**config.mk**
```make
export PLATFORM = sky130hd
export DESIGN_NAME = multicore_mem_top
export DESIGN_NICKNAME = d
export VERILOG_FILES = /design/src/common/ctrl_types_pkg.sv /design/src/common/bus_types_pkg.sv /design/src/design/multicore_mem_top.sv /design/src/design/bus_bridge.sv /design/src/memory_controller/mc_config_regs.sv /design/src/memory_controller/mc_arbiter.sv
export VERILOG_INCLUDE_DIRS = /design/src /design/src/common
export SDC_FILE = /design/constraint.sdc
export NUM_CORES = 1
export LEC_CHECK = 0
export ABC_CLOCK_PERIOD_IN_PS = 4750
export BUFFER_PORTS_ARGS = -buffer_cell sky130_fd_sc_hd__buf_2
export CAP_MARGIN = 40
export CELL_PAD_IN_SITES_DETAIL_PLACEMENT = 2
export CELL_PAD_IN_SITES_GLOBAL_PLACEMENT = 2
export CORE_AREA = 2 2 227 229
export DETAILED_ROUTE_END_ITERATION = 8
export DIE_AREA = 0 0 229 231
export HOLD_SLACK_MARGIN = 0.12
export PLACE_DENSITY = 0.74
export SYNTH_ARGS = -nofsm -noshare
export SYNTH_HDL_FRONTEND = slang
export SYNTH_SLANG_ARGS = --single-unit
```
**constraint.sdc**
```tcl
create_clock -name CLK -period 4.75 [get_ports CLK]
set_clock_uncertainty 0.1 [all_clocks]
set_input_delay 0.95 -clock CLK [delete_from_list [all_inputs] [get_ports CLK]]
set_output_delay 0.95 -clock CLK [all_outputs]
set_load 0.005 [all_outputs]
```
**src/common/mc_defs.svh**
```systemverilog
`ifndef MC_DEFS_SVH
`define MC_DEFS_SVH

// bus widths
`define MC_DATA_WIDTH 32
`define MC_ADDR_WIDTH 32

// one enable per data byte
`define MC_BE_WIDTH (`MC_DATA_WIDTH / 8)

// default hart count, each hart owns an icache and a dcache port
`define MC_NUM_HARTS 2

// config register word offsets
`define MC_CFG_ADDR_WIDTH 2
`define MC_CFG_PORT_EN    2'd0
`define MC_CFG_ADDR_LIMIT 2'd1
`define MC_CFG_STATUS     2'd2

// status word layout
`define MC_STAT_BUSY_BIT 16
`define MC_ERR_CNT_WIDTH 16

`endif
```
**src/common/ctrl_types_pkg.sv**
```systemverilog
`include "mc_defs.svh"

package ctrl_types_pkg;

    // generic bus state as seen by the controller
    typedef enum logic {
        L2_ACCESS = 1'b0,
        L2_BUSY   = 1'b1
    } l2_state_t;

    // configuration that steers the datapath
    // port_en sized for the default hart count
    typedef struct packed {
        logic [2*`MC_NUM_HARTS-1:0] port_en;
        logic [`MC_ADDR_WIDTH-1:0]  addr_limit;
    } mc_cfg_t;

endpackage

```
**src/common/bus_types_pkg.sv**
```systemverilog
`include "mc_defs.svh"

package bus_types_pkg;

    // front-side request, held as a level until done
    typedef struct packed {
        logic                      ren;
        logic                      wen;
        logic [`MC_ADDR_WIDTH-1:0] addr;
        logic [`MC_DATA_WIDTH-1:0] wdata;
    } fsb_req_t;

    // front-side response
    // dwait is a level, done a single-cycle pulse
    typedef struct packed {
        logic                      dwait;
        logic                      done;
        logic [`MC_DATA_WIDTH-1:0] rdata;
        logic                      error;
    } fsb_rsp_t;

    // generic bus request toward the bridge
    typedef struct packed {
        logic                      ren;
        logic                      wen;
        logic [`MC_ADDR_WIDTH-1:0] addr;
        logic [`MC_DATA_WIDTH-1:0] wdata;
        logic [`MC_BE_WIDTH-1:0]   byte_en;
    } gbus_req_t;

    // generic bus response
    // rdata and error valid in the cycle busy falls
    typedef struct packed {
        logic                      busy;
        logic [`MC_DATA_WIDTH-1:0] rdata;
        logic                      error;
    } gbus_rsp_t;

endpackage

```
**src/design/multicore_mem_top.sv**
```systemverilog
`timescale 1ns/10ps
`include "mc_defs.svh"

module multicore_mem_top
    import bus_types_pkg::*, ctrl_types_pkg::*;
#(
    parameter int NUM_HARTS = `MC_NUM_HARTS
) (
    input  logic                          CLK,
    input  logic                          rst_n,
    input  fsb_req_t [2*NUM_HARTS-1:0]    port_req,
    input  logic [2*NUM_HARTS-1:0]        abort_bus,
    output fsb_rsp_t [2*NUM_HARTS-1:0]    port_rsp,
    input  logic                          cfg_we,
    input  logic [`MC_CFG_ADDR_WIDTH-1:0] cfg_addr,
    input  logic [`MC_DATA_WIDTH-1:0]     cfg_wdata,
    output logic [`MC_DATA_WIDTH-1:0]     cfg_rdata,
    output logic                          mem_ren,
    output logic                          mem_wen,
    output logic [`MC_ADDR_WIDTH-1:0]     mem_addr,
    output logic [`MC_DATA_WIDTH-1:0]     mem_wdata,
    input  logic [`MC_DATA_WIDTH-1:0]     mem_rdata,
    input  logic                          mem_ready
);
    // controller to bridge
    gbus_req_t gbus_req;
    gbus_rsp_t gbus_rsp;

    // register block steering
    mc_cfg_t   cfg;
    logic      arb_busy;
    logic      err_pulse;

    mc_arbiter #(
        .NUM_HARTS(NUM_HARTS)
    ) mc (
        .CLK(CLK),
        .rst_n(rst_n),
        .port_req(port_req),
        .abort_bus(abort_bus),
        .cfg(cfg),
        .gbus_rsp(gbus_rsp),
        .port_rsp(port_rsp),
        .gbus_req(gbus_req),
        .busy(arb_busy),
        .err_pulse(err_pulse)
    );

    mc_config_regs #(
        .NUM_HARTS(NUM_HARTS)
    ) regs (
        .CLK(CLK),
        .rst_n(rst_n),
        .cfg_we(cfg_we),
        .cfg_addr(cfg_addr),
        .cfg_wdata(cfg_wdata),
        .busy(arb_busy),
        .err_pulse(err_pulse),
        .cfg_rdata(cfg_rdata),
        .cfg(cfg)
    );

    bus_bridge bt (
        .CLK(CLK),
        .rst_n(rst_n),
        .gbus_req(gbus_req),
        .cfg(cfg),
        .mem_rdata(mem_rdata),
        .mem_ready(mem_ready),
        .gbus_rsp(gbus_rsp),
        .mem_ren(mem_ren),
        .mem_wen(mem_wen),
        .mem_addr(mem_addr),
        .mem_wdata(mem_wdata)
    );

endmodule

```
**src/design/bus_bridge.sv**
```systemverilog
`timescale 1ns/10ps
`include "mc_defs.svh"

module bus_bridge
    import bus_types_pkg::*, ctrl_types_pkg::*;
(
    input  logic                      CLK,
    input  logic                      rst_n,
    input  gbus_req_t                 gbus_req,
    input  mc_cfg_t                   cfg,
    input  logic [`MC_DATA_WIDTH-1:0] mem_rdata,
    input  logic                      mem_ready,
    output gbus_rsp_t                 gbus_rsp,
    output logic                      mem_ren,
    output logic                      mem_wen,
    output logic [`MC_ADDR_WIDTH-1:0] mem_addr,
    output logic [`MC_DATA_WIDTH-1:0] mem_wdata
);
    typedef enum logic {
        IDLE   = 1'b0,
        ACCESS = 1'b1
    } br_state_t;

    br_state_t                 state;
    logic                      busy_q;
    logic                      error_q;
    logic                      cmpl_q;
    logic [`MC_DATA_WIDTH-1:0] rdata_q;
    logic                      req_vld;
    logic                      over_limit;
    logic                      start;

    assign req_vld    = gbus_req.ren | gbus_req.wen;
    assign over_limit = gbus_req.addr > cfg.addr_limit;

    // cmpl_q masks the old request still held in the release cycle
    assign start = (state == IDLE) && req_vld && !busy_q && !cmpl_q;

    always_ff @(posedge CLK) begin
        if (!rst_n) begin
            state   <= IDLE;
            busy_q  <= 1'b0;
            error_q <= 1'b0;
            cmpl_q  <= 1'b0;
        end else begin
            cmpl_q <= 1'b0;
            case (state)
                IDLE: begin
                    if (busy_q) begin
                        // limit error, one busy cycle and no strobe
                        busy_q <= 1'b0;
                        cmpl_q <= 1'b1;
                    end else if (start) begin
                        busy_q  <= 1'b1;
                        error_q <= over_limit;
                        if (!over_limit) begin
                            state <= ACCESS;
                        end
                    end
                end
                ACCESS: begin
                    if (mem_ready) begin
                        state  <= IDLE;
                        busy_q <= 1'b0;
                        cmpl_q <= 1'b1;
                    end
                end
                default: state <= IDLE;
            endcase
        end
    end

    // read data taken with mem_ready, disabled lanes zeroed
    always_ff @(posedge CLK) begin
        if (state == ACCESS && mem_ready && gbus_req.ren) begin
            for (int b = 0; b < `MC_BE_WIDTH; b++) begin
                rdata_q[b*8 +: 8] <= gbus_req.byte_en[b] ? mem_rdata[b*8 +: 8] : 8'h00;
            end
        end
    end

    // strobes held for the whole access
    assign mem_ren   = (state == ACCESS) & gbus_req.ren;
    assign mem_wen   = (state == ACCESS) & gbus_req.wen;
    assign mem_addr  = gbus_req.addr;
    assign mem_wdata = gbus_req.wdata;

    always_comb begin
        gbus_rsp.busy  = busy_q;
        gbus_rsp.rdata = rdata_q;
        gbus_rsp.error = error_q;
    end

    a_one_strobe: assert property (@(posedge CLK) disable iff (!rst_n)
        !(mem_ren && mem_wen));

    // a strobe waits for the memory
    a_strobe_held: assert property (@(posedge CLK) disable iff (!rst_n)
        (mem_ren || mem_wen) && !mem_ready |=> (mem_ren || mem_wen));

endmodule

```
**src/memory_controller/mc_config_regs.sv**
```systemverilog
`timescale 1ns/10ps
`include "mc_defs.svh"

module mc_config_regs
    import ctrl_types_pkg::*;
#(
    parameter int NUM_HARTS = `MC_NUM_HARTS
) (
    input  logic                         CLK,
    input  logic                         rst_n,
    input  logic                         cfg_we,
    input  logic [`MC_CFG_ADDR_WIDTH-1:0] cfg_addr,
    input  logic [`MC_DATA_WIDTH-1:0]    cfg_wdata,
    input  logic                         busy,
    input  logic                         err_pulse,
    output logic [`MC_DATA_WIDTH-1:0]    cfg_rdata,
    output mc_cfg_t                      cfg
);
    localparam int NUM_PORTS = 2 * NUM_HARTS;

    logic [NUM_PORTS-1:0]        port_en_q;
    logic [`MC_ADDR_WIDTH-1:0]   addr_limit_q;
    logic [`MC_ERR_CNT_WIDTH-1:0] err_cnt_q;

    // mask field in mc_cfg_t is sized for the default hart count
    if (NUM_HARTS > `MC_NUM_HARTS) begin : g_size_check
        $error("mc_config_regs: NUM_HARTS exceeds port_en width in mc_cfg_t");
    end

    // writable registers, new value seen next cycle
    always_ff @(posedge CLK) begin
        if (!rst_n) begin
            port_en_q    <= '1;
            addr_limit_q <= '1;
        end else if (cfg_we) begin
            case (cfg_addr)
                `MC_CFG_PORT_EN:    port_en_q    <= cfg_wdata[NUM_PORTS-1:0];
                `MC_CFG_ADDR_LIMIT: addr_limit_q <= cfg_wdata[`MC_ADDR_WIDTH-1:0];
                default: ;
            endcase
        end
    end

    // error completions, saturating
    always_ff @(posedge CLK) begin
        if (!rst_n) begin
            err_cnt_q <= '0;
        end else if (err_pulse && !(&err_cnt_q)) begin
            err_cnt_q <= err_cnt_q + 1'b1;
        end
    end

    // read mux
    always_comb begin
        cfg_rdata = '0;
        case (cfg_addr)
            `MC_CFG_PORT_EN:    cfg_rdata[NUM_PORTS-1:0] = port_en_q;
            `MC_CFG_ADDR_LIMIT: cfg_rdata[`MC_ADDR_WIDTH-1:0] = addr_limit_q;
            `MC_CFG_STATUS: begin
                cfg_rdata[`MC_STAT_BUSY_BIT] = busy;
                cfg_rdata[`MC_ERR_CNT_WIDTH-1:0] = err_cnt_q;
            end
            default: cfg_rdata = '0;
        endcase
    end

    // unused upper mask bits stay clear
    always_comb begin
        cfg = '0;
        cfg.port_en[NUM_PORTS-1:0] = port_en_q;
        cfg.addr_limit = addr_limit_q;
    end

endmodule

```
**src/memory_controller/mc_arbiter.sv**
```systemverilog
`timescale 1ns/10ps
`include "mc_defs.svh"

module mc_arbiter
    import bus_types_pkg::*, ctrl_types_pkg::*;
#(
    parameter int NUM_HARTS = `MC_NUM_HARTS
) (
    input  logic                       CLK,
    input  logic                       rst_n,
    input  fsb_req_t [2*NUM_HARTS-1:0] port_req,
    input  logic [2*NUM_HARTS-1:0]     abort_bus,
    input  mc_cfg_t                    cfg,
    input  gbus_rsp_t                  gbus_rsp,
    output fsb_rsp_t [2*NUM_HARTS-1:0] port_rsp,
    output gbus_req_t                  gbus_req,
    output logic                       busy,
    output logic                       err_pulse
);
    localparam int NUM_PORTS = 2 * NUM_HARTS;
    localparam int PW = $clog2(NUM_PORTS);

    logic [NUM_PORTS-1:0]      req_vec;
    logic [NUM_PORTS-1:0]      eligible;
    logic [NUM_PORTS-1:0]      done_vec;
    logic [PW-1:0]             rr_ptr;
    logic [PW-1:0]             pick_idx;
    logic                      pick_vld;
    logic [PW-1:0]             grant_idx;
    logic                      active;
    logic                      seen_busy;
    logic                      cmpl;
    l2_state_t                 l2_state;
    logic                      lat_ren;
    logic                      lat_wen;
    logic [`MC_ADDR_WIDTH-1:0] lat_addr;
    logic [`MC_DATA_WIDTH-1:0] lat_wdata;

    // requesting, enabled and not aborted
    always_comb begin
        for (int i = 0; i < NUM_PORTS; i++) begin
            req_vec[i]  = port_req[i].ren | port_req[i].wen;
            eligible[i] = req_vec[i] & cfg.port_en[i] & ~abort_bus[i];
        end
    end

    // rotating search from rr_ptr where the first hit wins
    always_comb begin
        int idx;
        idx = 0;
        pick_vld = 1'b0;
        pick_idx = '0;
        for (int off = 0; off < NUM_PORTS; off++) begin
            idx = int'(rr_ptr) + off;
            if (idx >= NUM_PORTS) begin
                idx = idx - NUM_PORTS;
            end
            if (eligible[idx] && !pick_vld) begin
                pick_vld = 1'b1;
                pick_idx = PW'(idx);
            end
        end
    end

    assign l2_state = gbus_rsp.busy ? L2_BUSY : L2_ACCESS;

    // bridge raises busy a cycle late, so only a fall after a rise ends it
    assign cmpl = active && seen_busy && (l2_state == L2_ACCESS);

    always_ff @(posedge CLK) begin
        if (!rst_n) begin
            active    <= 1'b0;
            seen_busy <= 1'b0;
            rr_ptr    <= '0;
            grant_idx <= '0;
        end else if (cmpl) begin
            active    <= 1'b0;
            seen_busy <= 1'b0;
        end else if (active) begin
            if (l2_state == L2_BUSY) begin
                seen_busy <= 1'b1;
            end
        end else if (pick_vld) begin
            active    <= 1'b1;
            grant_idx <= pick_idx;
            // next search starts just past the winner
            rr_ptr    <= (int'(pick_idx) == NUM_PORTS - 1) ? '0 : pick_idx + 1'b1;
        end
    end

    // request copy taken at grant
    always_ff @(posedge CLK) begin
        if (!active && pick_vld) begin
            lat_wen   <= port_req[pick_idx].wen;
            // write wins if a port raises both
            lat_ren   <= port_req[pick_idx].ren & ~port_req[pick_idx].wen;
            lat_addr  <= port_req[pick_idx].addr;
            lat_wdata <= port_req[pick_idx].wdata;
        end
    end

    always_comb begin
        gbus_req.ren     = active & lat_ren;
        gbus_req.wen     = active & lat_wen;
        gbus_req.addr    = lat_addr;
        gbus_req.wdata   = lat_wdata;
        // whole words only on the front side
        gbus_req.byte_en = '1;
    end

    // response routing to the granted port
    always_comb begin
        for (int i = 0; i < NUM_PORTS; i++) begin
            done_vec[i]       = cmpl && (grant_idx == PW'(i));
            port_rsp[i].done  = done_vec[i];
            port_rsp[i].dwait = (port_req[i].ren | port_req[i].wen) & ~done_vec[i];
            port_rsp[i].rdata = (grant_idx == PW'(i)) ? gbus_rsp.rdata : '0;
            port_rsp[i].error = done_vec[i] & gbus_rsp.error;
        end
    end

    assign busy      = active;
    assign err_pulse = cmpl & gbus_rsp.error;

    // one done at a time and only to a port that held its request
    a_one_done: assert property (@(posedge CLK) disable iff (!rst_n)
        $onehot0(done_vec) && ((done_vec & ~$past(req_vec)) == '0));

    // request must not move under the bridge
    a_req_stable: assert property (@(posedge CLK) disable iff (!rst_n)
        gbus_rsp.busy |=> $stable(gbus_req));

endmodule

```
==> reports/summary.md <==
After detailed routing, the average wire length per cell comes to 20.2 um. The library cell used most frequently in the layout, excluding fill and tap cells, is sky130_fd_sc_hd__buf_2. In this run the clock root is driven by a sky130_fd_sc_hd__clkbuf_16. The most numerous cell type found on the critical path is sky130_fd_sc_hd__buf_2. The instance count after placement with tap cells included was 2158. In this run, CTS created clock tree buffers numbering 17.

The number of endpoints with negative hold slack in the final report is 0. The final standard cell count with taps included and fillers excluded was 2195. The highest cell delay on the worst timing path works out to 0.54 ns. The floorplan core area is 50700 um^2, and the worst-case register-to-register setup slack is 1.71 ns. Detailed placement finished with a half-perimeter wire length of 36.7 mm. The clock passes through at most 2 buffers.

The largest net degree at the start of global routing is 53. The startpoint identified for the worst register-to-register timing path is mc.lat_addr[23]. The Yosys warning count was 0; the die outline width was 229 um. Summed over all layers, the global routing overflow is 0. Once layout is complete, the utilization of the core stands at 27.8%. The initial utilization of the core area, before any placement, comes to 19.4%. The sum of negative setup slack is 0 ns.

Of the synthesized area, sequential elements account for 42.6%. The global placement routability congestion is 0.900. Number of setup buffers added after CTS: 0. The tools report the endpoint of the worst setup timing path as cfg_rdata[1]. The most critical setup path has its startpoint at cfg_addr[0]. A synthesized cell averages 10.4 um^2. After the last flow step, the layout net total stands at 1873. In this run the power density over the cells is 321 nW/um^2. After clock tree synthesis, the clock-pin slew on the worst setup and hold paths is 0.07 ns.

The number of hold buffers added after CTS was 0. The top cell types in the final layout, fill and taps aside, are sky130_fd_sc_hd__buf_2, sky130_fd_sc_hd__mux2i_1, sky130_fd_sc_hd__and2_1. The number of routed nets with antenna violations came out at 0.

The H-tree generated during clock tree synthesis spans 4 levels. For the number of max-capacitance violations reported, the log shows 0. The run finished with clean final reports. In the synthesized netlist the async set-or-reset flop fraction comes to 0%. Setup repair after global routing left no endpoint under its margin. The logs give 9830 um^2 for the post-synthesis instance area and 6.96 nW for the leakage power total.

In this run the worst hold path is classified as reg -> reg. Timing analysis after detailed placement gives a worst setup slack of 1.24 ns. Once routing completed, OpenROAD measured the worst setup slack at 1.38 ns. When the netlist entered floorplanning its net count stood at 1318. Compared with the post-synthesis result, the final layout area differs by 43.5%. The insertion delay to the later sink of the worst-skew pair was 0.48 ns.

The transition time at the pin with the least slew margin works out to 0.681 ns. Total of buffers placed on input and output ports: 575. The clock period could shrink to 3.37 ns.

IR analysis of the VDD net gives a maximum drop of 0.234 mV. The DRC violations left was 0; the combinational share of power was 29.6%. The height of the die was 231 um; the synthesized netlist cell count was 942.

Worst path required time: 3.70 ns. Post-CTS repair changed the size of 0 cells. Setup violations remaining at the end of the flow were counted as 0. The number of antenna violations at the first check in global routing came out at 8. The tools report the nature of the critical path startpoint as an input port. The first global-routing pass estimated 65.1 mm of wire.

The die covers 52900 um^2. The power consumption came out at 4.53 mW. The synthesized design contains 98 enable-type register cells.

Counting cells, the worst reg-to-reg path comes to 7. The logs give 4 for the count of TritonRoute iterations in the first routing pass and 38.7% for the sequential share of power. The signal on the critical path passes through buf_2 -> inv_1 -> ha_1 -> a222oi_1 -> nor2_1 -> buf_2.

After the first detailed-routing iteration, the DRC count stood at 288. The routed via count divided by cell count is 4.32. Tightest slew margin relative to the limit: 54.6%. The internal power is 3.07 mW, and the total number of placement rows is 83. Among all stages on the critical path, the largest delay is contributed by sky130_fd_sc_hd__ha_1. In this run the critical register-to-register path is captured at bt.state. At the worst endpoint, the arrival time is 2.32 ns. 576 I/O pins were placed.

The count of pins over their slew limit is 0. The clock network is responsible for 31.6% of the overall power. In the synthesized netlist the dominant register cell turns out to be sky130_fd_sc_hd__edfxtp_1. The run gives 54 as the unique cell type count in the Yosys netlist.

The switching share of power is 32.3%, and the via count of the first global-routing pass is 10300. Number of vias in the routed layout: 9476. Timing would allow up to 296 MHz. Summed over all nets, the switching power comes to 1.46 mW. The kind of critical path was in -> out. STA classifies the critical path endpoint as an output port. Cells with a size suffix above 1 make up 42.3% of the layout. Global routing used 16.6% of the available tracks across all layers. The number of clock sinks is 160, and the detailed-route wire length is 44.4 mm. The final critical path takes up 71.0% of the cycle. TritonCTS built the clock tree. The post-synthesis sequential element count came out at 160. In this run the worst path has a maximum fanout of 17.
==> cell families after synthesis <==
logic type                 share of synthesized area [%]
buffers and inverters                               4.70
muxes                                               20.1
adders and majority gates                           4.84
AOI/OAI and AO/OA                                   7.49
and+or+nand+nor                                     19.1
DFF                                                 42.6
xor gates and xnor gates                            1.16
==> power groups by stage <==
stage	clock network [mW]	registers, mW	logic (mW)
after floorplan	0	1.75	0.761
after global placement	0	1.79	1.31
after global routing	1.53	1.77	1.47
after CTS	1.49	1.76	1.38
after detailed placement	0	1.79	1.37
final	1.43	1.75	1.34
==> cells in the mapped netlist, types with 24 or more instances <==
| library cell | n | area share (%) |
|---|---|---|
| sky130_fd_sc_hd__edfxtp_1 | 98 | 30 |
| sky130_fd_sc_hd__and3_1 | 43 | 2.7 |
| sky130_fd_sc_hd__nand2_1 | 61 | 2.3 |
| sky130_fd_sc_hd__dfxtp_1 | 62 | 13 |
| sky130_fd_sc_hd__mux2i_1 | 195 | 20 |
| sky130_fd_sc_hd__and2_1 | 125 | 8.0 |
| sky130_fd_sc_hd__clkbuf_1 | 38 | 1.5 |
| sky130_fd_sc_hd__nor2b_1 | 25 | 1.6 |
| sky130_fd_sc_hd__nor2_1 | 24 | 0.92 |
| sky130_fd_sc_hd__inv_1 | 40 | 1.5 |
| sky130_fd_sc_hd__o211ai_1 | 32 | 2.4 |
| sky130_fd_sc_hd__ha_1 | 38 | 4.8 |
==> sequential cells by signal, summed over array words and instances (netlist names) <==
register	cells
mc.lat_ren	1
mc.rr_ptr	2
mc.lat_wdata	32
bt.state	1
bt.rdata_q	32
regs.err_cnt_q	16
bt.busy_q	1
mc.seen_busy	1
regs.addr_limit_q	32
bt.error_q	1
mc.lat_addr	32
mc.busy	1
mc.lat_wen	1
mc.grant_idx	2
bt.cmpl_q	1
regs.port_en_q	4
==> final cells by class <==
| type | count | area (um^2) |
|---|---|---|
| Antenna cell | 5 | 12.5 |
| Clock buffer | 20 | 468 |
| Clock inverter | 12 | 120 |
| Fill cell | 5824 | 36600 |
| Inverter | 40 | 151 |
| Multi-Input combinational cell | 681 | 5200 |
| Sequential cell | 160 | 4180 |
| Tap cell | 680 | 851 |
| Timing Repair Buffer | 597 | 3120 |
==> worst min-delay path by stage <==
stage / start / to / cells after the start
2_1_floorplan: bt.error_q / bt.error_q / 2
3_3_place_gp: bt.error_q / bt.error_q / 2
3_5_place_dp: bt.error_q / bt.error_q / 2
4_1_cts: bt.error_q / bt.error_q / 2
5_1_grt: bt.error_q / bt.error_q / 2
6_report: bt.error_q / bt.error_q / 2
==> routing by layer <==
metal	wire length [um]	vias up	global-route usage, %
li1	-	4517	-
met5	0	-	0
met4	954	0	5.80
met3	2390	41	4.46
met2	23000	312	30.0
met1	18100	4606	18.7
==> metrics by stage <==
stage	instance area, um^2	hold slack [ns]
final	14100	0.401
after global routing	14100	0.434
after CTS	14100	0.406
after detailed placement	13500	0.393
after global placement	13400	0.377
after floorplan	9830	0.346
==> worst max-delay path: cells and delay by family <==
kind	cells	cell delay [ns]
simple gates	1	0.23
buf+inv	3	0.38
fa+ha+maj	1	0.54
compound gates	1	0.22
Power figures use the tool's default switching activity.
